### src/riscv_pkg.sv
package riscv_pkg;

    typedef logic [31:0] xlen_t;
    typedef logic [4:0]  reg_addr_t;

    typedef enum logic [2:0] {
        ALU_ADD,
        ALU_SUB,
        ALU_AND,
        ALU_OR,
        ALU_XOR,
        ALU_SLT,
        ALU_PASS_B    // lui
    } alu_op_e;

    typedef enum logic [1:0] {
        WB_ALU,
        WB_MEM,
        WB_PC4        // link value for jal
    } wb_sel_e;

    // rv32i opcodes used by this core
    localparam logic [6:0] OPC_OP     = 7'b0110011;
    localparam logic [6:0] OPC_OP_IMM = 7'b0010011;
    localparam logic [6:0] OPC_LUI    = 7'b0110111;
    localparam logic [6:0] OPC_LOAD   = 7'b0000011;
    localparam logic [6:0] OPC_STORE  = 7'b0100011;
    localparam logic [6:0] OPC_BRANCH = 7'b1100011;
    localparam logic [6:0] OPC_JAL    = 7'b1101111;
    localparam logic [6:0] OPC_SYSTEM = 7'b1110011;

    localparam logic [11:0] TOHOST_CSR = 12'h51e;

    typedef struct packed {
        xlen_t     pc;
        xlen_t     pc4;
        xlen_t     rs1_data;
        xlen_t     rs2_data;
        reg_addr_t rs1_addr;
        reg_addr_t rs2_addr;
        reg_addr_t rd;
        xlen_t     imm;
        alu_op_e   alu_op;
        logic      b_is_imm;
        logic      is_branch;
        logic      br_ne;      // bne when set, beq otherwise
        logic      is_jal;
        logic      mem_read;
        logic      mem_write;
        logic      reg_write;
        logic      csr_write;
        wb_sel_e   wb_sel;
        logic      valid;
    } id_ex_t;

    typedef struct packed {
        xlen_t     alu_result;
        xlen_t     pc4;
        reg_addr_t rd;
        logic      reg_write;
        wb_sel_e   wb_sel;
        logic      csr_write;
        xlen_t     csr_data;
        logic      valid;
    } ex_wb_t;

endpackage

### src/dmem_if.sv
interface dmem_if;
    import riscv_pkg::*;

    xlen_t      addr;     // byte address
    xlen_t      wdata;
    logic [3:0] wbe;      // nonzero means write this edge
    xlen_t      rdata;    // valid one cycle after addr

    modport core (output addr, output wdata, output wbe, input rdata);

    modport memory (input addr, input wdata, input wbe, output rdata);

endinterface

### src/execute_stage.sv
module execute_stage (
    input  riscv_pkg::id_ex_t    ex_i,
    input  logic                 fwd_valid_i,
    input  riscv_pkg::reg_addr_t fwd_rd_i,
    input  riscv_pkg::xlen_t     fwd_data_i,
    output riscv_pkg::ex_wb_t    wb_o,
    output logic                 redirect_o,
    output riscv_pkg::xlen_t     redirect_pc_o,
    dmem_if.core                 dmem
);
    import riscv_pkg::*;

    logic  fwd_a;
    logic  fwd_b;
    logic  taken;
    xlen_t op_a;
    xlen_t rs2_val;
    xlen_t op_b;
    xlen_t alu_res;

    // bypass from writeback, x0 never forwarded
    assign fwd_a   = fwd_valid_i && (fwd_rd_i != '0) && (fwd_rd_i == ex_i.rs1_addr);
    assign fwd_b   = fwd_valid_i && (fwd_rd_i != '0) && (fwd_rd_i == ex_i.rs2_addr);
    assign op_a    = fwd_a ? fwd_data_i : ex_i.rs1_data;
    assign rs2_val = fwd_b ? fwd_data_i : ex_i.rs2_data;
    assign op_b    = ex_i.b_is_imm ? ex_i.imm : rs2_val;

    always_comb begin
        case (ex_i.alu_op)
            ALU_ADD:    alu_res = op_a + op_b;
            ALU_SUB:    alu_res = op_a - op_b;
            ALU_AND:    alu_res = op_a & op_b;
            ALU_OR:     alu_res = op_a | op_b;
            ALU_XOR:    alu_res = op_a ^ op_b;
            ALU_SLT:    alu_res = {31'b0, $signed(op_a) < $signed(op_b)};
            ALU_PASS_B: alu_res = op_b;
            default:    alu_res = '0;
        endcase
    end

    assign taken         = (op_a == rs2_val) ^ ex_i.br_ne;
    assign redirect_o    = ex_i.valid && (ex_i.is_jal || (ex_i.is_branch && taken));
    assign redirect_pc_o = ex_i.pc + ex_i.imm;   // same adder for branch and jal

    // data memory request, read data lands in writeback
    assign dmem.addr  = (ex_i.mem_read || ex_i.mem_write) ? alu_res : '0;
    assign dmem.wdata = rs2_val;
    assign dmem.wbe   = {4{ex_i.valid && ex_i.mem_write}};

    assign wb_o.alu_result = alu_res;
    assign wb_o.pc4        = ex_i.pc4;
    assign wb_o.rd         = ex_i.rd;
    assign wb_o.reg_write  = ex_i.reg_write;
    assign wb_o.wb_sel     = ex_i.wb_sel;
    assign wb_o.csr_write  = ex_i.csr_write;
    assign wb_o.csr_data   = op_a;               // csrw source is rs1
    assign wb_o.valid      = ex_i.valid;

endmodule

### src/flat_wrapper.sv
// flat-port wrapper written by rule: the top's interface ports become plain ports
module execute_stage_flat import riscv_pkg::*;
  (ex_i, fwd_valid_i, fwd_rd_i, fwd_data_i, wb_o, redirect_o, redirect_pc_o, dmem_addr, dmem_wdata, dmem_wbe, dmem_rdata);
  dmem_if dmem_i ();
  input  riscv_pkg::id_ex_t ex_i;
  input  logic fwd_valid_i;
  input  riscv_pkg::reg_addr_t fwd_rd_i;
  input  riscv_pkg::xlen_t fwd_data_i;
  output riscv_pkg::ex_wb_t wb_o;
  output logic redirect_o;
  output riscv_pkg::xlen_t redirect_pc_o;
  output wire logic [$bits(dmem_i.addr)-1:0] dmem_addr;
  output wire logic [$bits(dmem_i.wdata)-1:0] dmem_wdata;
  output wire logic [$bits(dmem_i.wbe)-1:0] dmem_wbe;
  input wire logic [$bits(dmem_i.rdata)-1:0] dmem_rdata;
  assign dmem_addr = dmem_i.addr;
  assign dmem_wdata = dmem_i.wdata;
  assign dmem_wbe = dmem_i.wbe;
  assign dmem_i.rdata = dmem_rdata;
  execute_stage u_core (.ex_i(ex_i), .fwd_valid_i(fwd_valid_i), .fwd_rd_i(fwd_rd_i), .fwd_data_i(fwd_data_i), .wb_o(wb_o), .redirect_o(redirect_o), .redirect_pc_o(redirect_pc_o), .dmem(dmem_i));
endmodule
### config.mk
export PLATFORM = sky130hd
export DESIGN_NAME = execute_stage_flat
export DESIGN_NICKNAME = d
export VERILOG_FILES = /design/src/riscv_pkg.sv /design/src/dmem_if.sv /design/src/execute_stage.sv /design/src/flat_wrapper.sv
export SDC_FILE = /design/constraint.sdc
export NUM_CORES = 1
export LEC_CHECK = 0
export BUFFER_PORTS_ARGS = -buffer_cell sky130_fd_sc_hd__buf_2
export CORE_AREA = 4 4 181 183
export DETAILED_ROUTE_END_ITERATION = 16
export DIE_AREA = 0 0 185 187
export PLACE_DENSITY = 0.55
export REMOVE_ABC_BUFFERS = 1
export SYNTH_ARGS = -nofsm -noshare
export SYNTH_HDL_FRONTEND = slang
export SYNTH_SLANG_ARGS = --single-unit
### constraint.sdc
create_clock -name vclk -period 16.5
set_clock_uncertainty 0.15 [all_clocks]
set_input_delay 1.65 -clock vclk [all_inputs]
set_output_delay 1.65 -clock vclk [all_outputs]
set_load 0.005 [all_outputs]
==> impl_metrics.tcl <==
set metrics [dict create \
    design.seq.count 0 \
    register_area_um2 0 \
    post_dp_cell_area_um2 11340 \
    grt.overflow.total 0 \
    port_buffers 352 \
    p_per_area_nw_per_um2 42.67 \
    worst-setup-path-type "primary input to output pin" \
    relSlewSlack_pct 23.46 \
    grt_pass1_wl_um 69390 \
    multiInputGateArea_um2 8527 \
    coreArea_um2 31230 \
    avgSynthCellArea_um2 6.738 \
    path_max_fanout 47 \
    switchingPower_mw 0.2885 \
    drt_iter0_drc 951 \
    hold_class "primary input to output pin" \
    peakVddDrop_uv 11.29 \
    drtAntennaViolNets 0 \
    crit_family "compound AO/OA/AOI/OAI gates" \
    grt_pass1_vias 11070 \
    synth_area_um2 9628 \
    p_leak_nw 5.689 \
    cts-resized-gates 0 \
    num-nets-final 2080 \
    setup_viol 0 \
    drc_errors 0 \
    critical_path.endpoint_type "output pin" \
    clkbuf_count 0 \
    nFillCells 3430 \
    min_period_ns 9.522 \
    final.setup.tns_ns 0 \
    die_y_um 187 \
    post_cts_buffers 0 \
    fp.dieW_um 185 \
    final_area_um2 11350 \
    switching_share_pct 59.60 \
    synth_top_area_share_pct 18.71 \
    finalHoldViolations 0 \
    via_per_inst 5.576 \
    grt_max_degree 71 \
    status "finished clean" \
    drive_above_1_share_pct 25.78 \
    routedWlPerCell_um 23.44 \
    area_delta_synth_final_pct 17.84 \
    dr.pass1.iters 5 \
    p_int_mw 0.1956 \
    dp_hpwl_um 40900 \
    start_kind "primary input" \
    critical-path-max-stage-delay_ns 0.91 \
    slowest_stage "a2111oi_0" \
    synth-seq-area-share_pct 0 \
    synthTopCellsByArea "ha_1, a21oi_1, mux2_2, xnor2_1, nand2_1" \
    worst_slew_pin_slew_ns 1.144 \
    critical_path_required_ns 14.70 \
    gp_congestion 0.9327 \
    initial_utilization_pct 30.83 \
    dieArea_um2 34600 \
    fmax_mhz 105.0 \
    synth_top_cell_by_area "ha_1" \
    vias 11570 \
    synth_warnings 0 \
    power_frac_comb_pct 100.0 \
    num_rows 65 \
    drv_cap 0 \
    slew_viol_final 0 \
    clockPowerShare_pct 0 \
    arrival_ns 7.72 \
    ys_types 74 \
    ios 466 \
    postRouteWirelength_um 48640 \
    rsz0062_at_grt "no" \
    cp_num_buf_inv 4 \
    hold_buffers 0 \
    sequentialPowerShare_pct 0 \
    antenna_found_initial 1 \
    track_usage_pct 25.94 \
    crit_path_cell_trace "buf_2, or4_4, o211a_1, nand2_2, buf_4, mux2_2, nor2_1, a21oi_1, inv_1, ha_1, a21o_1, a21o_1, a2111oi_0, o22ai_1, or2_1, a41o_1, a31o_2, a2111oi_0, o31a_1, nor3_1, buf_2" \
    fin_crit_sh_pct 57.71 \
    synth_cells 1429 \
]
[stage by stage]
step                      power, mW  worst slack, ns  cells  hold slack, ns  utilization [%]
after floorplan              0.2922            7.960   1306           3.150                -
after global placement       0.4742            7.120   2074           3.150            36.32
after detailed placement     0.4774            7.066   2074           3.150            36.32
after CTS                    0.4804            7.043   2074           3.150            36.32
after global routing         0.5311            6.646   2074           3.150            36.32
final                        0.4841            6.978   2075           3.150            36.33
[logic make-up (layout without fill, tap and decap cells)]
group | after synthesis | after routing | share of synthesized area [%]
compound gates | 469 | 469 | 32.23
xor+xnor | 83 | 83 | 7.550
fa+ha+maj | 147 | 147 | 19.34
buf+inv | 242 | 485 | 11.51
mux | 89 | 89 | 9.955
other cells | 0 | 1 | 0
simple gates | 399 | 399 | 19.42
[cell usage in the layout, fill, tap and decap left out, types with 8 or more instances in the layout]
cell type  instances
a211oi_1          30
o22ai_1           11
nor4_1            12
a21o_1            41
a221oi_1           9
nand3_1           27
o21a_1            16
nor2_1           107
nor2b_1           22
nand2_1          127
mux2_2            44
buf_4             14
xor2_1            27
inv_1            118
o21bai_1          21
mux2i_1           44
nor3_1            38
a2111oi_0          8
o221ai_1           9
nand2b_1          10
nand4_1            9
a21oi_1          145
buf_2            352
o31ai_1            9
ha_1             144
xnor2_1           56
o21ai_0           69
a31oi_1           14
or3_1              9
o211ai_1          13
[power by group through the flow]
stage | logic, mW | clock network, mW | registers, mW
final | 0.484 | 0.00000000349 | 0
after global routing | 0.531 | 0 | 0
after CTS | 0.480 | 0 | 0
after detailed placement | 0.477 | 0 | 0
after global placement | 0.474 | 0 | 0
after floorplan | 0.292 | 0 | 0
[final timing paths]
path / cells past startpoint / endpoint / slack [ns] / start
setup / recovery: 21 / dmem_addr[27] / 6.98 / fwd_rd_i[3]
hold / removal: 0 / wb_o[37] / 3.15 / ex_i[46]
[area by class of cell]
class	count	share of cell area, %
diodes	1	0.02206
inverters	119	3.937
multi-input cells	1187	75.15
well taps	402	4.433
repair buffers	366	16.45
[cells in the mapped netlist, types with 10 or more instances]
master	count
xnor2_1	56
nand2_1	128
a21o_1	41
a31oi_1	14
ha_1	144
a21oi_1	145
buf_4	46
o22ai_1	11
xor2_1	27
nand3_1	27
o211ai_1	13
nor3_1	38
nor2b_1	22
o21ai_0	69
mux2i_1	44
a211oi_1	30
clkbuf_1	62
nand2b_1	10
nor2_1	107
o21bai_1	21
nor4_1	12
mux2_2	44
o21a_1	16
inv_1	118
buf_1	10
[layer usage]
layer / track usage (%) / vias to the layer above / wire length [um]
li1: - / 5599 / -
met1: 33.73 / 5392 / 20450
met2: 40.42 / 522 / 20810
met3: 10.79 / 53 / 6149
met4: 4.517 / 4 / 1056
met5: 3.571 / - / 173
No activity file was read; power rests on OpenSTA's default activity.
