[src/riscv_pkg.sv]
package riscv_pkg;

    typedef logic [31:0] xlen_t;
    typedef logic [4:0]  reg_addr_t;

    typedef enum logic [2:0] {
        ALU_ADD,
        ALU_SUB,
        ALU_AND,
        ALU_OR,
        ALU_XOR,
        ALU_SLT,
        ALU_PASS_B    // lui
    } alu_op_e;

    typedef enum logic [1:0] {
        WB_ALU,
        WB_MEM,
        WB_PC4        // link value for jal
    } wb_sel_e;

    // rv32i opcodes used by this core
    localparam logic [6:0] OPC_OP     = 7'b0110011;
    localparam logic [6:0] OPC_OP_IMM = 7'b0010011;
    localparam logic [6:0] OPC_LUI    = 7'b0110111;
    localparam logic [6:0] OPC_LOAD   = 7'b0000011;
    localparam logic [6:0] OPC_STORE  = 7'b0100011;
    localparam logic [6:0] OPC_BRANCH = 7'b1100011;
    localparam logic [6:0] OPC_JAL    = 7'b1101111;
    localparam logic [6:0] OPC_SYSTEM = 7'b1110011;

    localparam logic [11:0] TOHOST_CSR = 12'h51e;

    typedef struct packed {
        xlen_t     pc;
        xlen_t     pc4;
        xlen_t     rs1_data;
        xlen_t     rs2_data;
        reg_addr_t rs1_addr;
        reg_addr_t rs2_addr;
        reg_addr_t rd;
        xlen_t     imm;
        alu_op_e   alu_op;
        logic      b_is_imm;
        logic      is_branch;
        logic      br_ne;      // bne when set, beq otherwise
        logic      is_jal;
        logic      mem_read;
        logic      mem_write;
        logic      reg_write;
        logic      csr_write;
        wb_sel_e   wb_sel;
        logic      valid;
    } id_ex_t;

    typedef struct packed {
        xlen_t     alu_result;
        xlen_t     pc4;
        reg_addr_t rd;
        logic      reg_write;
        wb_sel_e   wb_sel;
        logic      csr_write;
        xlen_t     csr_data;
        logic      valid;
    } ex_wb_t;

endpackage

[src/decode_stage.sv]
module decode_stage (
    input  riscv_pkg::xlen_t     inst_i,
    input  riscv_pkg::xlen_t     pc_i,
    input  logic                 inst_valid_i,
    input  riscv_pkg::xlen_t     rs1_data_i,
    input  riscv_pkg::xlen_t     rs2_data_i,
    output riscv_pkg::reg_addr_t rs1_addr_o,
    output riscv_pkg::reg_addr_t rs2_addr_o,
    output riscv_pkg::id_ex_t    dec_o
);
    import riscv_pkg::*;

    logic [6:0] opcode;
    logic [2:0] funct3;
    logic [6:0] funct7;
    xlen_t      imm_i;
    xlen_t      imm_s;
    xlen_t      imm_b;
    xlen_t      imm_u;
    xlen_t      imm_j;
    logic       supported;

    assign opcode     = inst_i[6:0];
    assign funct3     = inst_i[14:12];
    assign funct7     = inst_i[31:25];
    assign rs1_addr_o = inst_i[19:15];
    assign rs2_addr_o = inst_i[24:20];

    assign imm_i = {{20{inst_i[31]}}, inst_i[31:20]};
    assign imm_s = {{20{inst_i[31]}}, inst_i[31:25], inst_i[11:7]};
    assign imm_b = {{19{inst_i[31]}}, inst_i[31], inst_i[7], inst_i[30:25], inst_i[11:8], 1'b0};
    assign imm_u = {inst_i[31:12], 12'b0};
    assign imm_j = {{11{inst_i[31]}}, inst_i[31], inst_i[19:12], inst_i[20], inst_i[30:21], 1'b0};

    always_comb begin
        dec_o          = '0;
        dec_o.pc       = pc_i;
        dec_o.pc4      = pc_i + 32'd4;
        dec_o.rs1_data = rs1_data_i;
        dec_o.rs2_data = rs2_data_i;
        dec_o.rs1_addr = rs1_addr_o;
        dec_o.rs2_addr = rs2_addr_o;
        dec_o.rd       = inst_i[11:7];
        supported      = 1'b1;
        case (opcode)
            OPC_OP: begin
                dec_o.reg_write = 1'b1;
                case ({funct7, funct3})
                    {7'h00, 3'b000}: dec_o.alu_op = ALU_ADD;
                    {7'h20, 3'b000}: dec_o.alu_op = ALU_SUB;
                    {7'h00, 3'b111}: dec_o.alu_op = ALU_AND;
                    {7'h00, 3'b110}: dec_o.alu_op = ALU_OR;
                    {7'h00, 3'b100}: dec_o.alu_op = ALU_XOR;
                    {7'h00, 3'b010}: dec_o.alu_op = ALU_SLT;
                    default:         supported    = 1'b0;
                endcase
            end
            OPC_OP_IMM: begin   // addi only
                supported       = (funct3 == 3'b000);
                dec_o.imm       = imm_i;
                dec_o.b_is_imm  = 1'b1;
                dec_o.reg_write = 1'b1;
            end
            OPC_LUI: begin
                dec_o.imm       = imm_u;
                dec_o.b_is_imm  = 1'b1;
                dec_o.alu_op    = ALU_PASS_B;
                dec_o.reg_write = 1'b1;
            end
            OPC_LOAD: begin
                supported       = (funct3 == 3'b010);
                dec_o.imm       = imm_i;
                dec_o.b_is_imm  = 1'b1;
                dec_o.mem_read  = 1'b1;
                dec_o.reg_write = 1'b1;
                dec_o.wb_sel    = WB_MEM;
            end
            OPC_STORE: begin
                supported       = (funct3 == 3'b010);
                dec_o.imm       = imm_s;
                dec_o.b_is_imm  = 1'b1;
                dec_o.mem_write = 1'b1;
            end
            OPC_BRANCH: begin   // beq and bne
                supported       = (funct3[2:1] == 2'b00);
                dec_o.imm       = imm_b;
                dec_o.is_branch = 1'b1;
                dec_o.br_ne     = funct3[0];
            end
            OPC_JAL: begin
                dec_o.imm       = imm_j;
                dec_o.is_jal    = 1'b1;
                dec_o.reg_write = 1'b1;
                dec_o.wb_sel    = WB_PC4;
            end
            OPC_SYSTEM: begin
                // csrw to tohost, anything else is dropped
                supported       = (funct3 == 3'b001) && (inst_i[31:20] == TOHOST_CSR);
                dec_o.csr_write = 1'b1;
            end
            default: supported = 1'b0;
        endcase
        if (supported && inst_valid_i) begin
            dec_o.valid = 1'b1;
        end else begin
            dec_o = '0;
        end
    end

endmodule

[config.mk]
export PLATFORM = sky130hd
export DESIGN_NAME = decode_stage
export DESIGN_NICKNAME = d
export VERILOG_FILES = /design/src/riscv_pkg.sv /design/src/decode_stage.sv
export SDC_FILE = /design/constraint.sdc
export NUM_CORES = 1
export LEC_CHECK = 0
export BUFFER_PORTS_ARGS = -buffer_cell sky130_fd_sc_hd__buf_4
export CAP_MARGIN = 20
export CELL_PAD_IN_SITES_DETAIL_PLACEMENT = 1
export CELL_PAD_IN_SITES_GLOBAL_PLACEMENT = 1
export CORE_AREA = 2 2 127 129
export DETAILED_ROUTE_END_ITERATION = 8
export DIE_AREA = 0 0 129 131
export PLACE_DENSITY_LB_ADDON = 0.1
export SYNTH_ARGS = -nofsm -noshare
export SYNTH_HDL_FRONTEND = slang
export SYNTH_SLANG_ARGS = --single-unit
[constraint.sdc]
create_clock -name vclk -period 6.05
set_clock_uncertainty 0.2 [all_clocks]
set_input_delay 0.605 -clock vclk [all_inputs]
set_output_delay 0.605 -clock vclk [all_outputs]
set_load 0.03 [all_outputs]
==> results.json, run 1 <==
{
  "outcome": "complete, no violations",
  "numPlacedInstances": 898,
  "power.static_leakage_nw": 2.42,
  "worstHoldPathType": "primary input to primary output",
  "drt_first_pass_iters": 6,
  "ys.warnings.count": 0,
  "synthesis.area_per_instance_sq_um": 5.80,
  "synth.top_cells.by_count": "and2_1, nor2_1, nand2_1, a21oi_1, xnor2_1",
  "power.sequential.fraction_pct": 0,
  "detailed_place.area_sq_um": 4820,
  "synth_cells": 394,
  "drtAntennaViolNets": 0,
  "hp-start": "inst_i[16]",
  "worst-setup-path-type": "primary input to primary output",
  "place.gp.congestion": 0.797,
  "core_area_sq_um": 15600,
  "floorplan.die.width_um": 129,
  "post-cts-setup-buffers": 0,
  "max_cap_violations": 0,
  "n_antenna_cell": 0,
  "violation_count_after_the_first_detailed_route_iteration": 107,
  "global_route.usage.total_pct": 14.9,
  "p_per_area_nw_per_um2": 32.0,
  "port_buffers": 328,
  "seq_cell_count": 0,
  "final_net_count": 814,
  "vias": 3825,
  "vias_cell": 4.26,
  "tns_ns": 0,
  "syn-num-nets": 524,
  "top_area_cells_in_the_synthesized_netlist": "and2_1, nor2_1, xnor2_1, a21oi_1, nand2_1",
  "combPwrFrac_pct": 100.0,
  "global_route.overflow_total": 0,
  "first_global_vias": 3718,
  "cts-resized-gates": 0,
  "stdcell_count": 898,
  "worst-endpoint-required_ns": 5.24,
  "synth_seq_area_share_pct": 0,
  "critical_path.endpoint_type": "primary output",
  "post_route_cells_drive_above_1_share_pct": 49.1,
  "yosysTopAreaCell": "and2_1",
  "share_clk_of_total_power_pct": 0,
  "switchingPower_mw": 0.0732,
  "rsz0062_at_grt": "no",
  "setup_violations": 0,
  "layout-area-overhead-vs-synth_pct": 111,
  "final-hold-violation-count": 0,
  "wirelength_um": 14200,
  "power_report.internal_total_mw": 0.0809,
  "reg_area_sq_um": 0,
  "floorplan.die_area_sq_um": 16900,
  "achievable_frequency_mhz": 244,
  "synth_most_common_cell": "and2_1",
  "holdPathEnd": "rs1_addr_o[1]",
  "whs_path_depth": 2,
  "hold_buffers": 0,
  "antenna_found_initial": 0,
  "crit_path_max_fanout": 65,
  "synth.cell_area_sq_um": 2280,
  "row_count": 46,
  "start_util_pct": 14.6,
  "num-clock-buffers": 0,
  "finalInstanceArea_sq_um": 4820,
  "dp_hpwl_um": 11800,
  "cp-start-kind": "primary input",
  "boundaryPins": 328,
  "worst-endpoint-arrival_ns": 3.29,
  "swShare_pct": 47.5,
  "worst_pin_slew_ns": 0.819,
  "grt_first_pass_wirelength_um": 20300,
  "fin_util_pct": 30.9,
  "post-synth-top-area-fraction_pct": 30.1,
  "final-max-slew-violation-count": 0,
  "wl_per_cell_um": 15.8,
  "post-route-min-period_ns": 4.09,
  "drt_drc_violations_left": 0,
  "pin_count_of_the_biggest_net_entering_global_routing": 72,
  "irDropWorstVdd_v": 0.0000118,
  "die_y_um": 131,
  "synth_cell_types": 40,
  "slew_headroom_pct": 45.3,
  "timing.final.crit_share_pct": 67.6
}
-- worst max-delay path, stage by stage --
cell      delay [ns]
buf_4           0.12
and4bb_1        0.44
nand2b_1        0.23
o221ai_1        0.34
o21ai_4         0.08
inv_2           0.59
buf_4           0.48
and2_1          0.21
buf_4           0.17
-- final cells by class --
cell class | instances | area (sq um)
fillers | 1989 | 10800
repair buffers | 331 | 2490
multi-input cells | 343 | 2030
well taps | 216 | 270
inverters | 8 | 30.0
-- per-stage QoR --
stage                     total power [mW]  hold slack, ns  setup WS [ns]
after detailed placement             0.155            1.25           1.89
after global placement               0.153            1.25           1.96
after global routing                 0.166            1.25           1.70
after CTS                            0.156            1.25           1.89
after floorplan                     0.0582            1.12           2.48
final                                0.154            1.25           1.96
-- cells by family after synthesis --
family	count (synthesis)	synth area share [%]
buffers and inverters	51	11.1
muxes	2	0.877
AOI/OAI and AO/OA	39	11.1
and+or+nand+nor	272	65.2
xor gates and xnor gates	29	11.1
adders and majority gates	1	0.548
-- layout by cell type, fill, tap and decap left out, types with 2 or more instances in the layout --
cell,n
nand2_1,30
a21oi_1,23
nor2b_1,5
o21ai_0,3
nor2_1,59
xor2_1,7
and4_1,5
buf_4,330
xnor2_1,22
inv_1,7
nor4bb_1,2
nor3_1,10
mux2i_1,2
nand4_1,10
and2_1,110
a22oi_1,6
nand2b_1,2
and3_1,8
nor4_1,12
nand3_1,12
-- worst max-delay path by stage --
stage	startpoint	end	depth (start not counted)
5_1_grt	inst_i[2]	dec_o[74]	9
6_report	inst_i[2]	dec_o[74]	9
3_5_place_dp	inst_i[2]	dec_o[74]	9
4_1_cts	inst_i[2]	dec_o[74]	9
2_1_floorplan	inst_i[6]	dec_o[1]	7
3_3_place_gp	inst_i[6]	dec_o[74]	9
-- power groups by stage --
stage	clock network, mW	logic, mW	registers, mW
after global routing	0	0.166	0
final	0	0.154	0
after global placement	0	0.153	0
after floorplan	0	0.0582	0
after detailed placement	0	0.155	0
after CTS	0	0.156	0
-- per-layer routing --
metal | up-vias | GRT usage, % | wire length, um
met1 | 1766 | 17.4 | 5400
met3 | 2 | 2.77 | 1100
met4 | 0 | 0.256 | 25
li1 | 1872 | - | -
met5 | - | 0 | 0
met2 | 185 | 29.6 | 7680
No activity file was read; power rests on OpenSTA's default activity.
==> run 2, diff against run 1 <==
Clock period 6.05 ns to 3.9 ns, I/O delays scaled along.
==> results.json, run 2 (synthesized netlist as in run 1, its figures left out) <==
{
  "worst_slack_ns": 0.759,
  "global_route.overflow_total": 0,
  "num-clock-buffers": 0,
  "worstHoldPathType": "primary input to primary output",
  "worst_pin_slew_ns": 0.574,
  "post-route-min-period_ns": 3.14,
  "max_cap_violations": 0,
  "placement.setup.worst_slack_ns": 0.757,
  "achievable_frequency_mhz": 318,
  "stdcell_count": 899,
  "drtAntennaViolNets": 0,
  "detailed_place.area_sq_um": 4850,
  "dp_hpwl_um": 11900,
  "drt_drc_violations_left": 0,
  "vias": 3815,
  "fin_util_pct": 31.1,
  "worst-setup-path-type": "primary input to primary output",
  "final-max-slew-violation-count": 0,
  "final_cell_mix": "buf_4, and2_1, nor2_1",
  "tns_ns": 0,
  "slew_headroom_pct": 61.3,
  "row_count": 46,
  "boundaryPins": 328,
  "power.total_mw": 0.241,
  "post_route_cells_drive_above_1_share_pct": 49.2,
  "hp-start": "inst_i[18]",
  "crit_path_max_fanout": 62,
  "final-hold-violation-count": 0,
  "floorplan.die.width_um": 129,
  "wl_per_cell_um": 16.0,
  "worst_path_largest_cell_delay_ns": 0.47,
  "holdPathEnd": "rs1_addr_o[3]",
  "cp_num_buf_inv": 3,
  "hold_buffers": 0,
  "core_area_sq_um": 15600,
  "first_global_vias": 3853,
  "crit_chain": "buf_4, nor4_1, nand4_1, o221ai_1, o21ai_4, buf_12, nor4_1, buf_4",
  "drt_first_pass_iters": 4,
  "start_util_pct": 14.6,
  "rsz0062_at_grt": "no",
  "port_buffers": 328,
  "commonest_non_fill_non_tap_cell_in_the_layout": "buf_4",
  "numPlacedInstances": 899,
  "global_route.usage.total_pct": 15.0,
  "whs_path_depth": 2,
  "outcome": "complete, no violations",
  "vias_cell": 4.24,
  "pin_count_of_the_biggest_net_entering_global_routing": 117,
  "worst-endpoint-arrival_ns": 2.55,
  "setup_violations": 0,
  "grt_first_pass_wirelength_um": 20500,
  "floorplan.die_area_sq_um": 16900,
  "power.static_leakage_nw": 2.44,
  "p_per_area_nw_per_um2": 49.8,
  "timing.hold.ws_ns": 0.818,
  "finalInstanceArea_sq_um": 4850,
  "worst_path_max_delay_cell": "nor4_1",
  "layout-area-overhead-vs-synth_pct": 112,
  "worst-endpoint-required_ns": 3.31,
  "post-cts-setup-buffers": 0,
  "cts-resized-gates": 0,
  "irDropWorstVdd_v": 0.0000239,
  "n_fill_cell": 1982,
  "antenna_found_initial": 0,
  "critical_path.endpoint_type": "primary output",
  "cp-start-kind": "primary input",
  "place.gp.congestion": 0.796,
  "seq_cell_count": 0,
  "wirelength_um": 14400,
  "final_net_count": 815,
  "timing.final.crit_share_pct": 80.5,
  "reg_area_sq_um": 0,
  "n_antenna_cell": 0,
  "violation_count_after_the_first_detailed_route_iteration": 165,
  "die_y_um": 131,
  "worst_path_dominant_cell_family": "simple AND/OR/NAND/NOR gates"
}
-- run 2: worst max-delay path by stage --
| stage | start | to | cells past startpoint |
|---|---|---|---|
| 4_1_cts | inst_i[2] | dec_o[11] | 8 |
| 2_1_floorplan | inst_i[6] | dec_o[1] | 7 |
| 3_5_place_dp | inst_i[2] | dec_o[11] | 8 |
| 6_report | inst_i[25] | dec_o[11] | 8 |
| 3_3_place_gp | inst_i[2] | dec_o[11] | 8 |
| 5_1_grt | inst_i[25] | dec_o[11] | 8 |
-- run 2: layout make-up --
cell class	count	area, sq um	share of cell area [%]
tap	216	270	5.58
inverter	8	30.0	0.620
timing repair buffer	332	2520	51.9
multi-input combinational	343	2030	41.9
-- run 2: per-layer routing --
metal  up-vias  GRT usage (%)  wire length [um]
met5         -              0                 0
met4         0          0.512                54
met3         4           3.09              1210
met2       179           30.0              7740
met1      1765           17.1              5400
li1       1867              -                 -
-- run 2: power by group --
group | internal (mW) | total, mW | leakage [nW] | switching (mW)
combinational | 0.126 | 0.241 | 2.44 | 0.115
clock | 0 | 0 | 0 | 0
sequential | 0 | 0 | 0 | 0
total | 0.126 | 0.241 | 2.44 | 0.115
==> run 3, diff against run 2 <==
Clock period 3.9 ns to 3 ns, I/O delays scaled along.
==> results.json, run 3 (synthesized netlist as in run 1, its figures left out) <==
{
  "outcome": "complete, no violations",
  "fin_util_pct": 31.4,
  "whs_path_depth": 2,
  "setup_violations": 0,
  "drt_drc_violations_left": 0,
  "irDropWorstVdd_v": 0.0000248,
  "drtAntennaViolNets": 0,
  "worst_pin_slew_ns": 0.560,
  "swShare_pct": 47.5,
  "p_per_area_nw_per_um2": 64.5,
  "final-max-slew-violation-count": 0,
  "num-clock-buffers": 0,
  "boundaryPins": 328,
  "port_buffers": 328,
  "power_report.internal_total_mw": 0.166,
  "timing.hold.ws_ns": 0.638,
  "rsz0062_at_grt": "no",
  "floorplan.die.width_um": 129,
  "commonest_non_fill_non_tap_cell_in_the_layout": "buf_4",
  "power.sequential.fraction_pct": 0,
  "floorplan.die_area_sq_um": 16900,
  "max_cap_violations": 0,
  "timing.final.crit_share_pct": 89.7,
  "vias_cell": 4.24,
  "switchingPower_mw": 0.150,
  "wl_per_cell_um": 15.8,
  "tns_ns": 0,
  "pin_count_of_the_biggest_net_entering_global_routing": 86,
  "achievable_frequency_mhz": 372,
  "place.gp.congestion": 0.790,
  "n_fill_cell": 2018,
  "worst-endpoint-required_ns": 2.50,
  "row_count": 46,
  "post-cts-setup-buffers": 0,
  "dp_hpwl_um": 12000,
  "antenna_found_initial": 0,
  "final-hold-violation-count": 0,
  "core_area_sq_um": 15600,
  "n_antenna_cell": 0,
  "crit_path_max_fanout": 22,
  "worst-setup-path-type": "primary input to primary output",
  "post-route-min-period_ns": 2.69,
  "die_y_um": 131,
  "grt_first_pass_wirelength_um": 20600,
  "hold_buffers": 0,
  "vias": 3845,
  "seq_cell_count": 0,
  "wirelength_um": 14300,
  "power.static_leakage_nw": 2.47,
  "global_route.overflow_total": 0,
  "final_cell_mix": "buf_4, and2_1, nor2_1",
  "worstHoldPathType": "primary input to primary output",
  "reg_area_sq_um": 0,
  "global_route.usage.total_pct": 15.0,
  "worst-endpoint-arrival_ns": 2.19,
  "start_util_pct": 14.6,
  "violation_count_after_the_first_detailed_route_iteration": 157,
  "layout-area-overhead-vs-synth_pct": 114,
  "post_route_cells_drive_above_1_share_pct": 49.8,
  "share_clk_of_total_power_pct": 0,
  "critical_path.endpoint_type": "primary output",
  "multi_input_area_sq_um": 2030,
  "cp-start-kind": "primary input",
  "final_net_count": 823,
  "cts-resized-gates": 0,
  "drt_first_pass_iters": 4,
  "combPwrFrac_pct": 100.0,
  "first_global_vias": 3816,
  "slew_headroom_pct": 62.3
}
run 3: path summary, 6_finish.rpt:
check / start / end / slack (ns)
worst max-delay path: inst_i[25] / dec_o[11] / 0.31
worst min-delay path: inst_i[18] / rs1_addr_o[3] / 0.64
run 3: power by group through the flow:
stage | logic, mW | clock network [mW] | registers (mW)
after floorplan | 0.117 | 0 | 0
after global placement | 0.314 | 0 | 0
after detailed placement | 0.318 | 0 | 0
after CTS | 0.319 | 0 | 0
after global routing | 0.341 | 0 | 0
final | 0.315 | 0 | 0
run 3: cell type report:
class / count / area share [%]
Timing Repair Buffer: 340 / 52.4
Multi-Input combinational cell: 343 / 41.5
Inverter: 8 / 0.613
Tap cell: 216 / 5.52
run 3: layer usage:
metal	global-route usage (%)	wire length, um	vias up
met5	0	0	-
met4	0.384	38	0
met3	3.18	1290	3
met2	30.1	7630	183
met1	17.0	5350	1777
li1	-	-	1882
run 3: per-stage QoR:
stage	cell area [sq um]	cells	power, mW	setup slack (ns)
final	4890	907	0.315	0.310
after global routing	4890	907	0.341	0.0785
after CTS	4890	907	0.319	0.282
after detailed placement	4890	907	0.318	0.288
after global placement	4890	907	0.314	0.260
after floorplan	2280	394	0.117	0.0407
run 3: worst max-delay path, stage by stage:
cell and delay [ns]:
buf_4 0.12, nor4_1 0.43, nand4_1 0.20, o221ai_1 0.28, o21ai_4 0.09, buf_4 0.21
nor4_1 0.32, buf_4 0.23
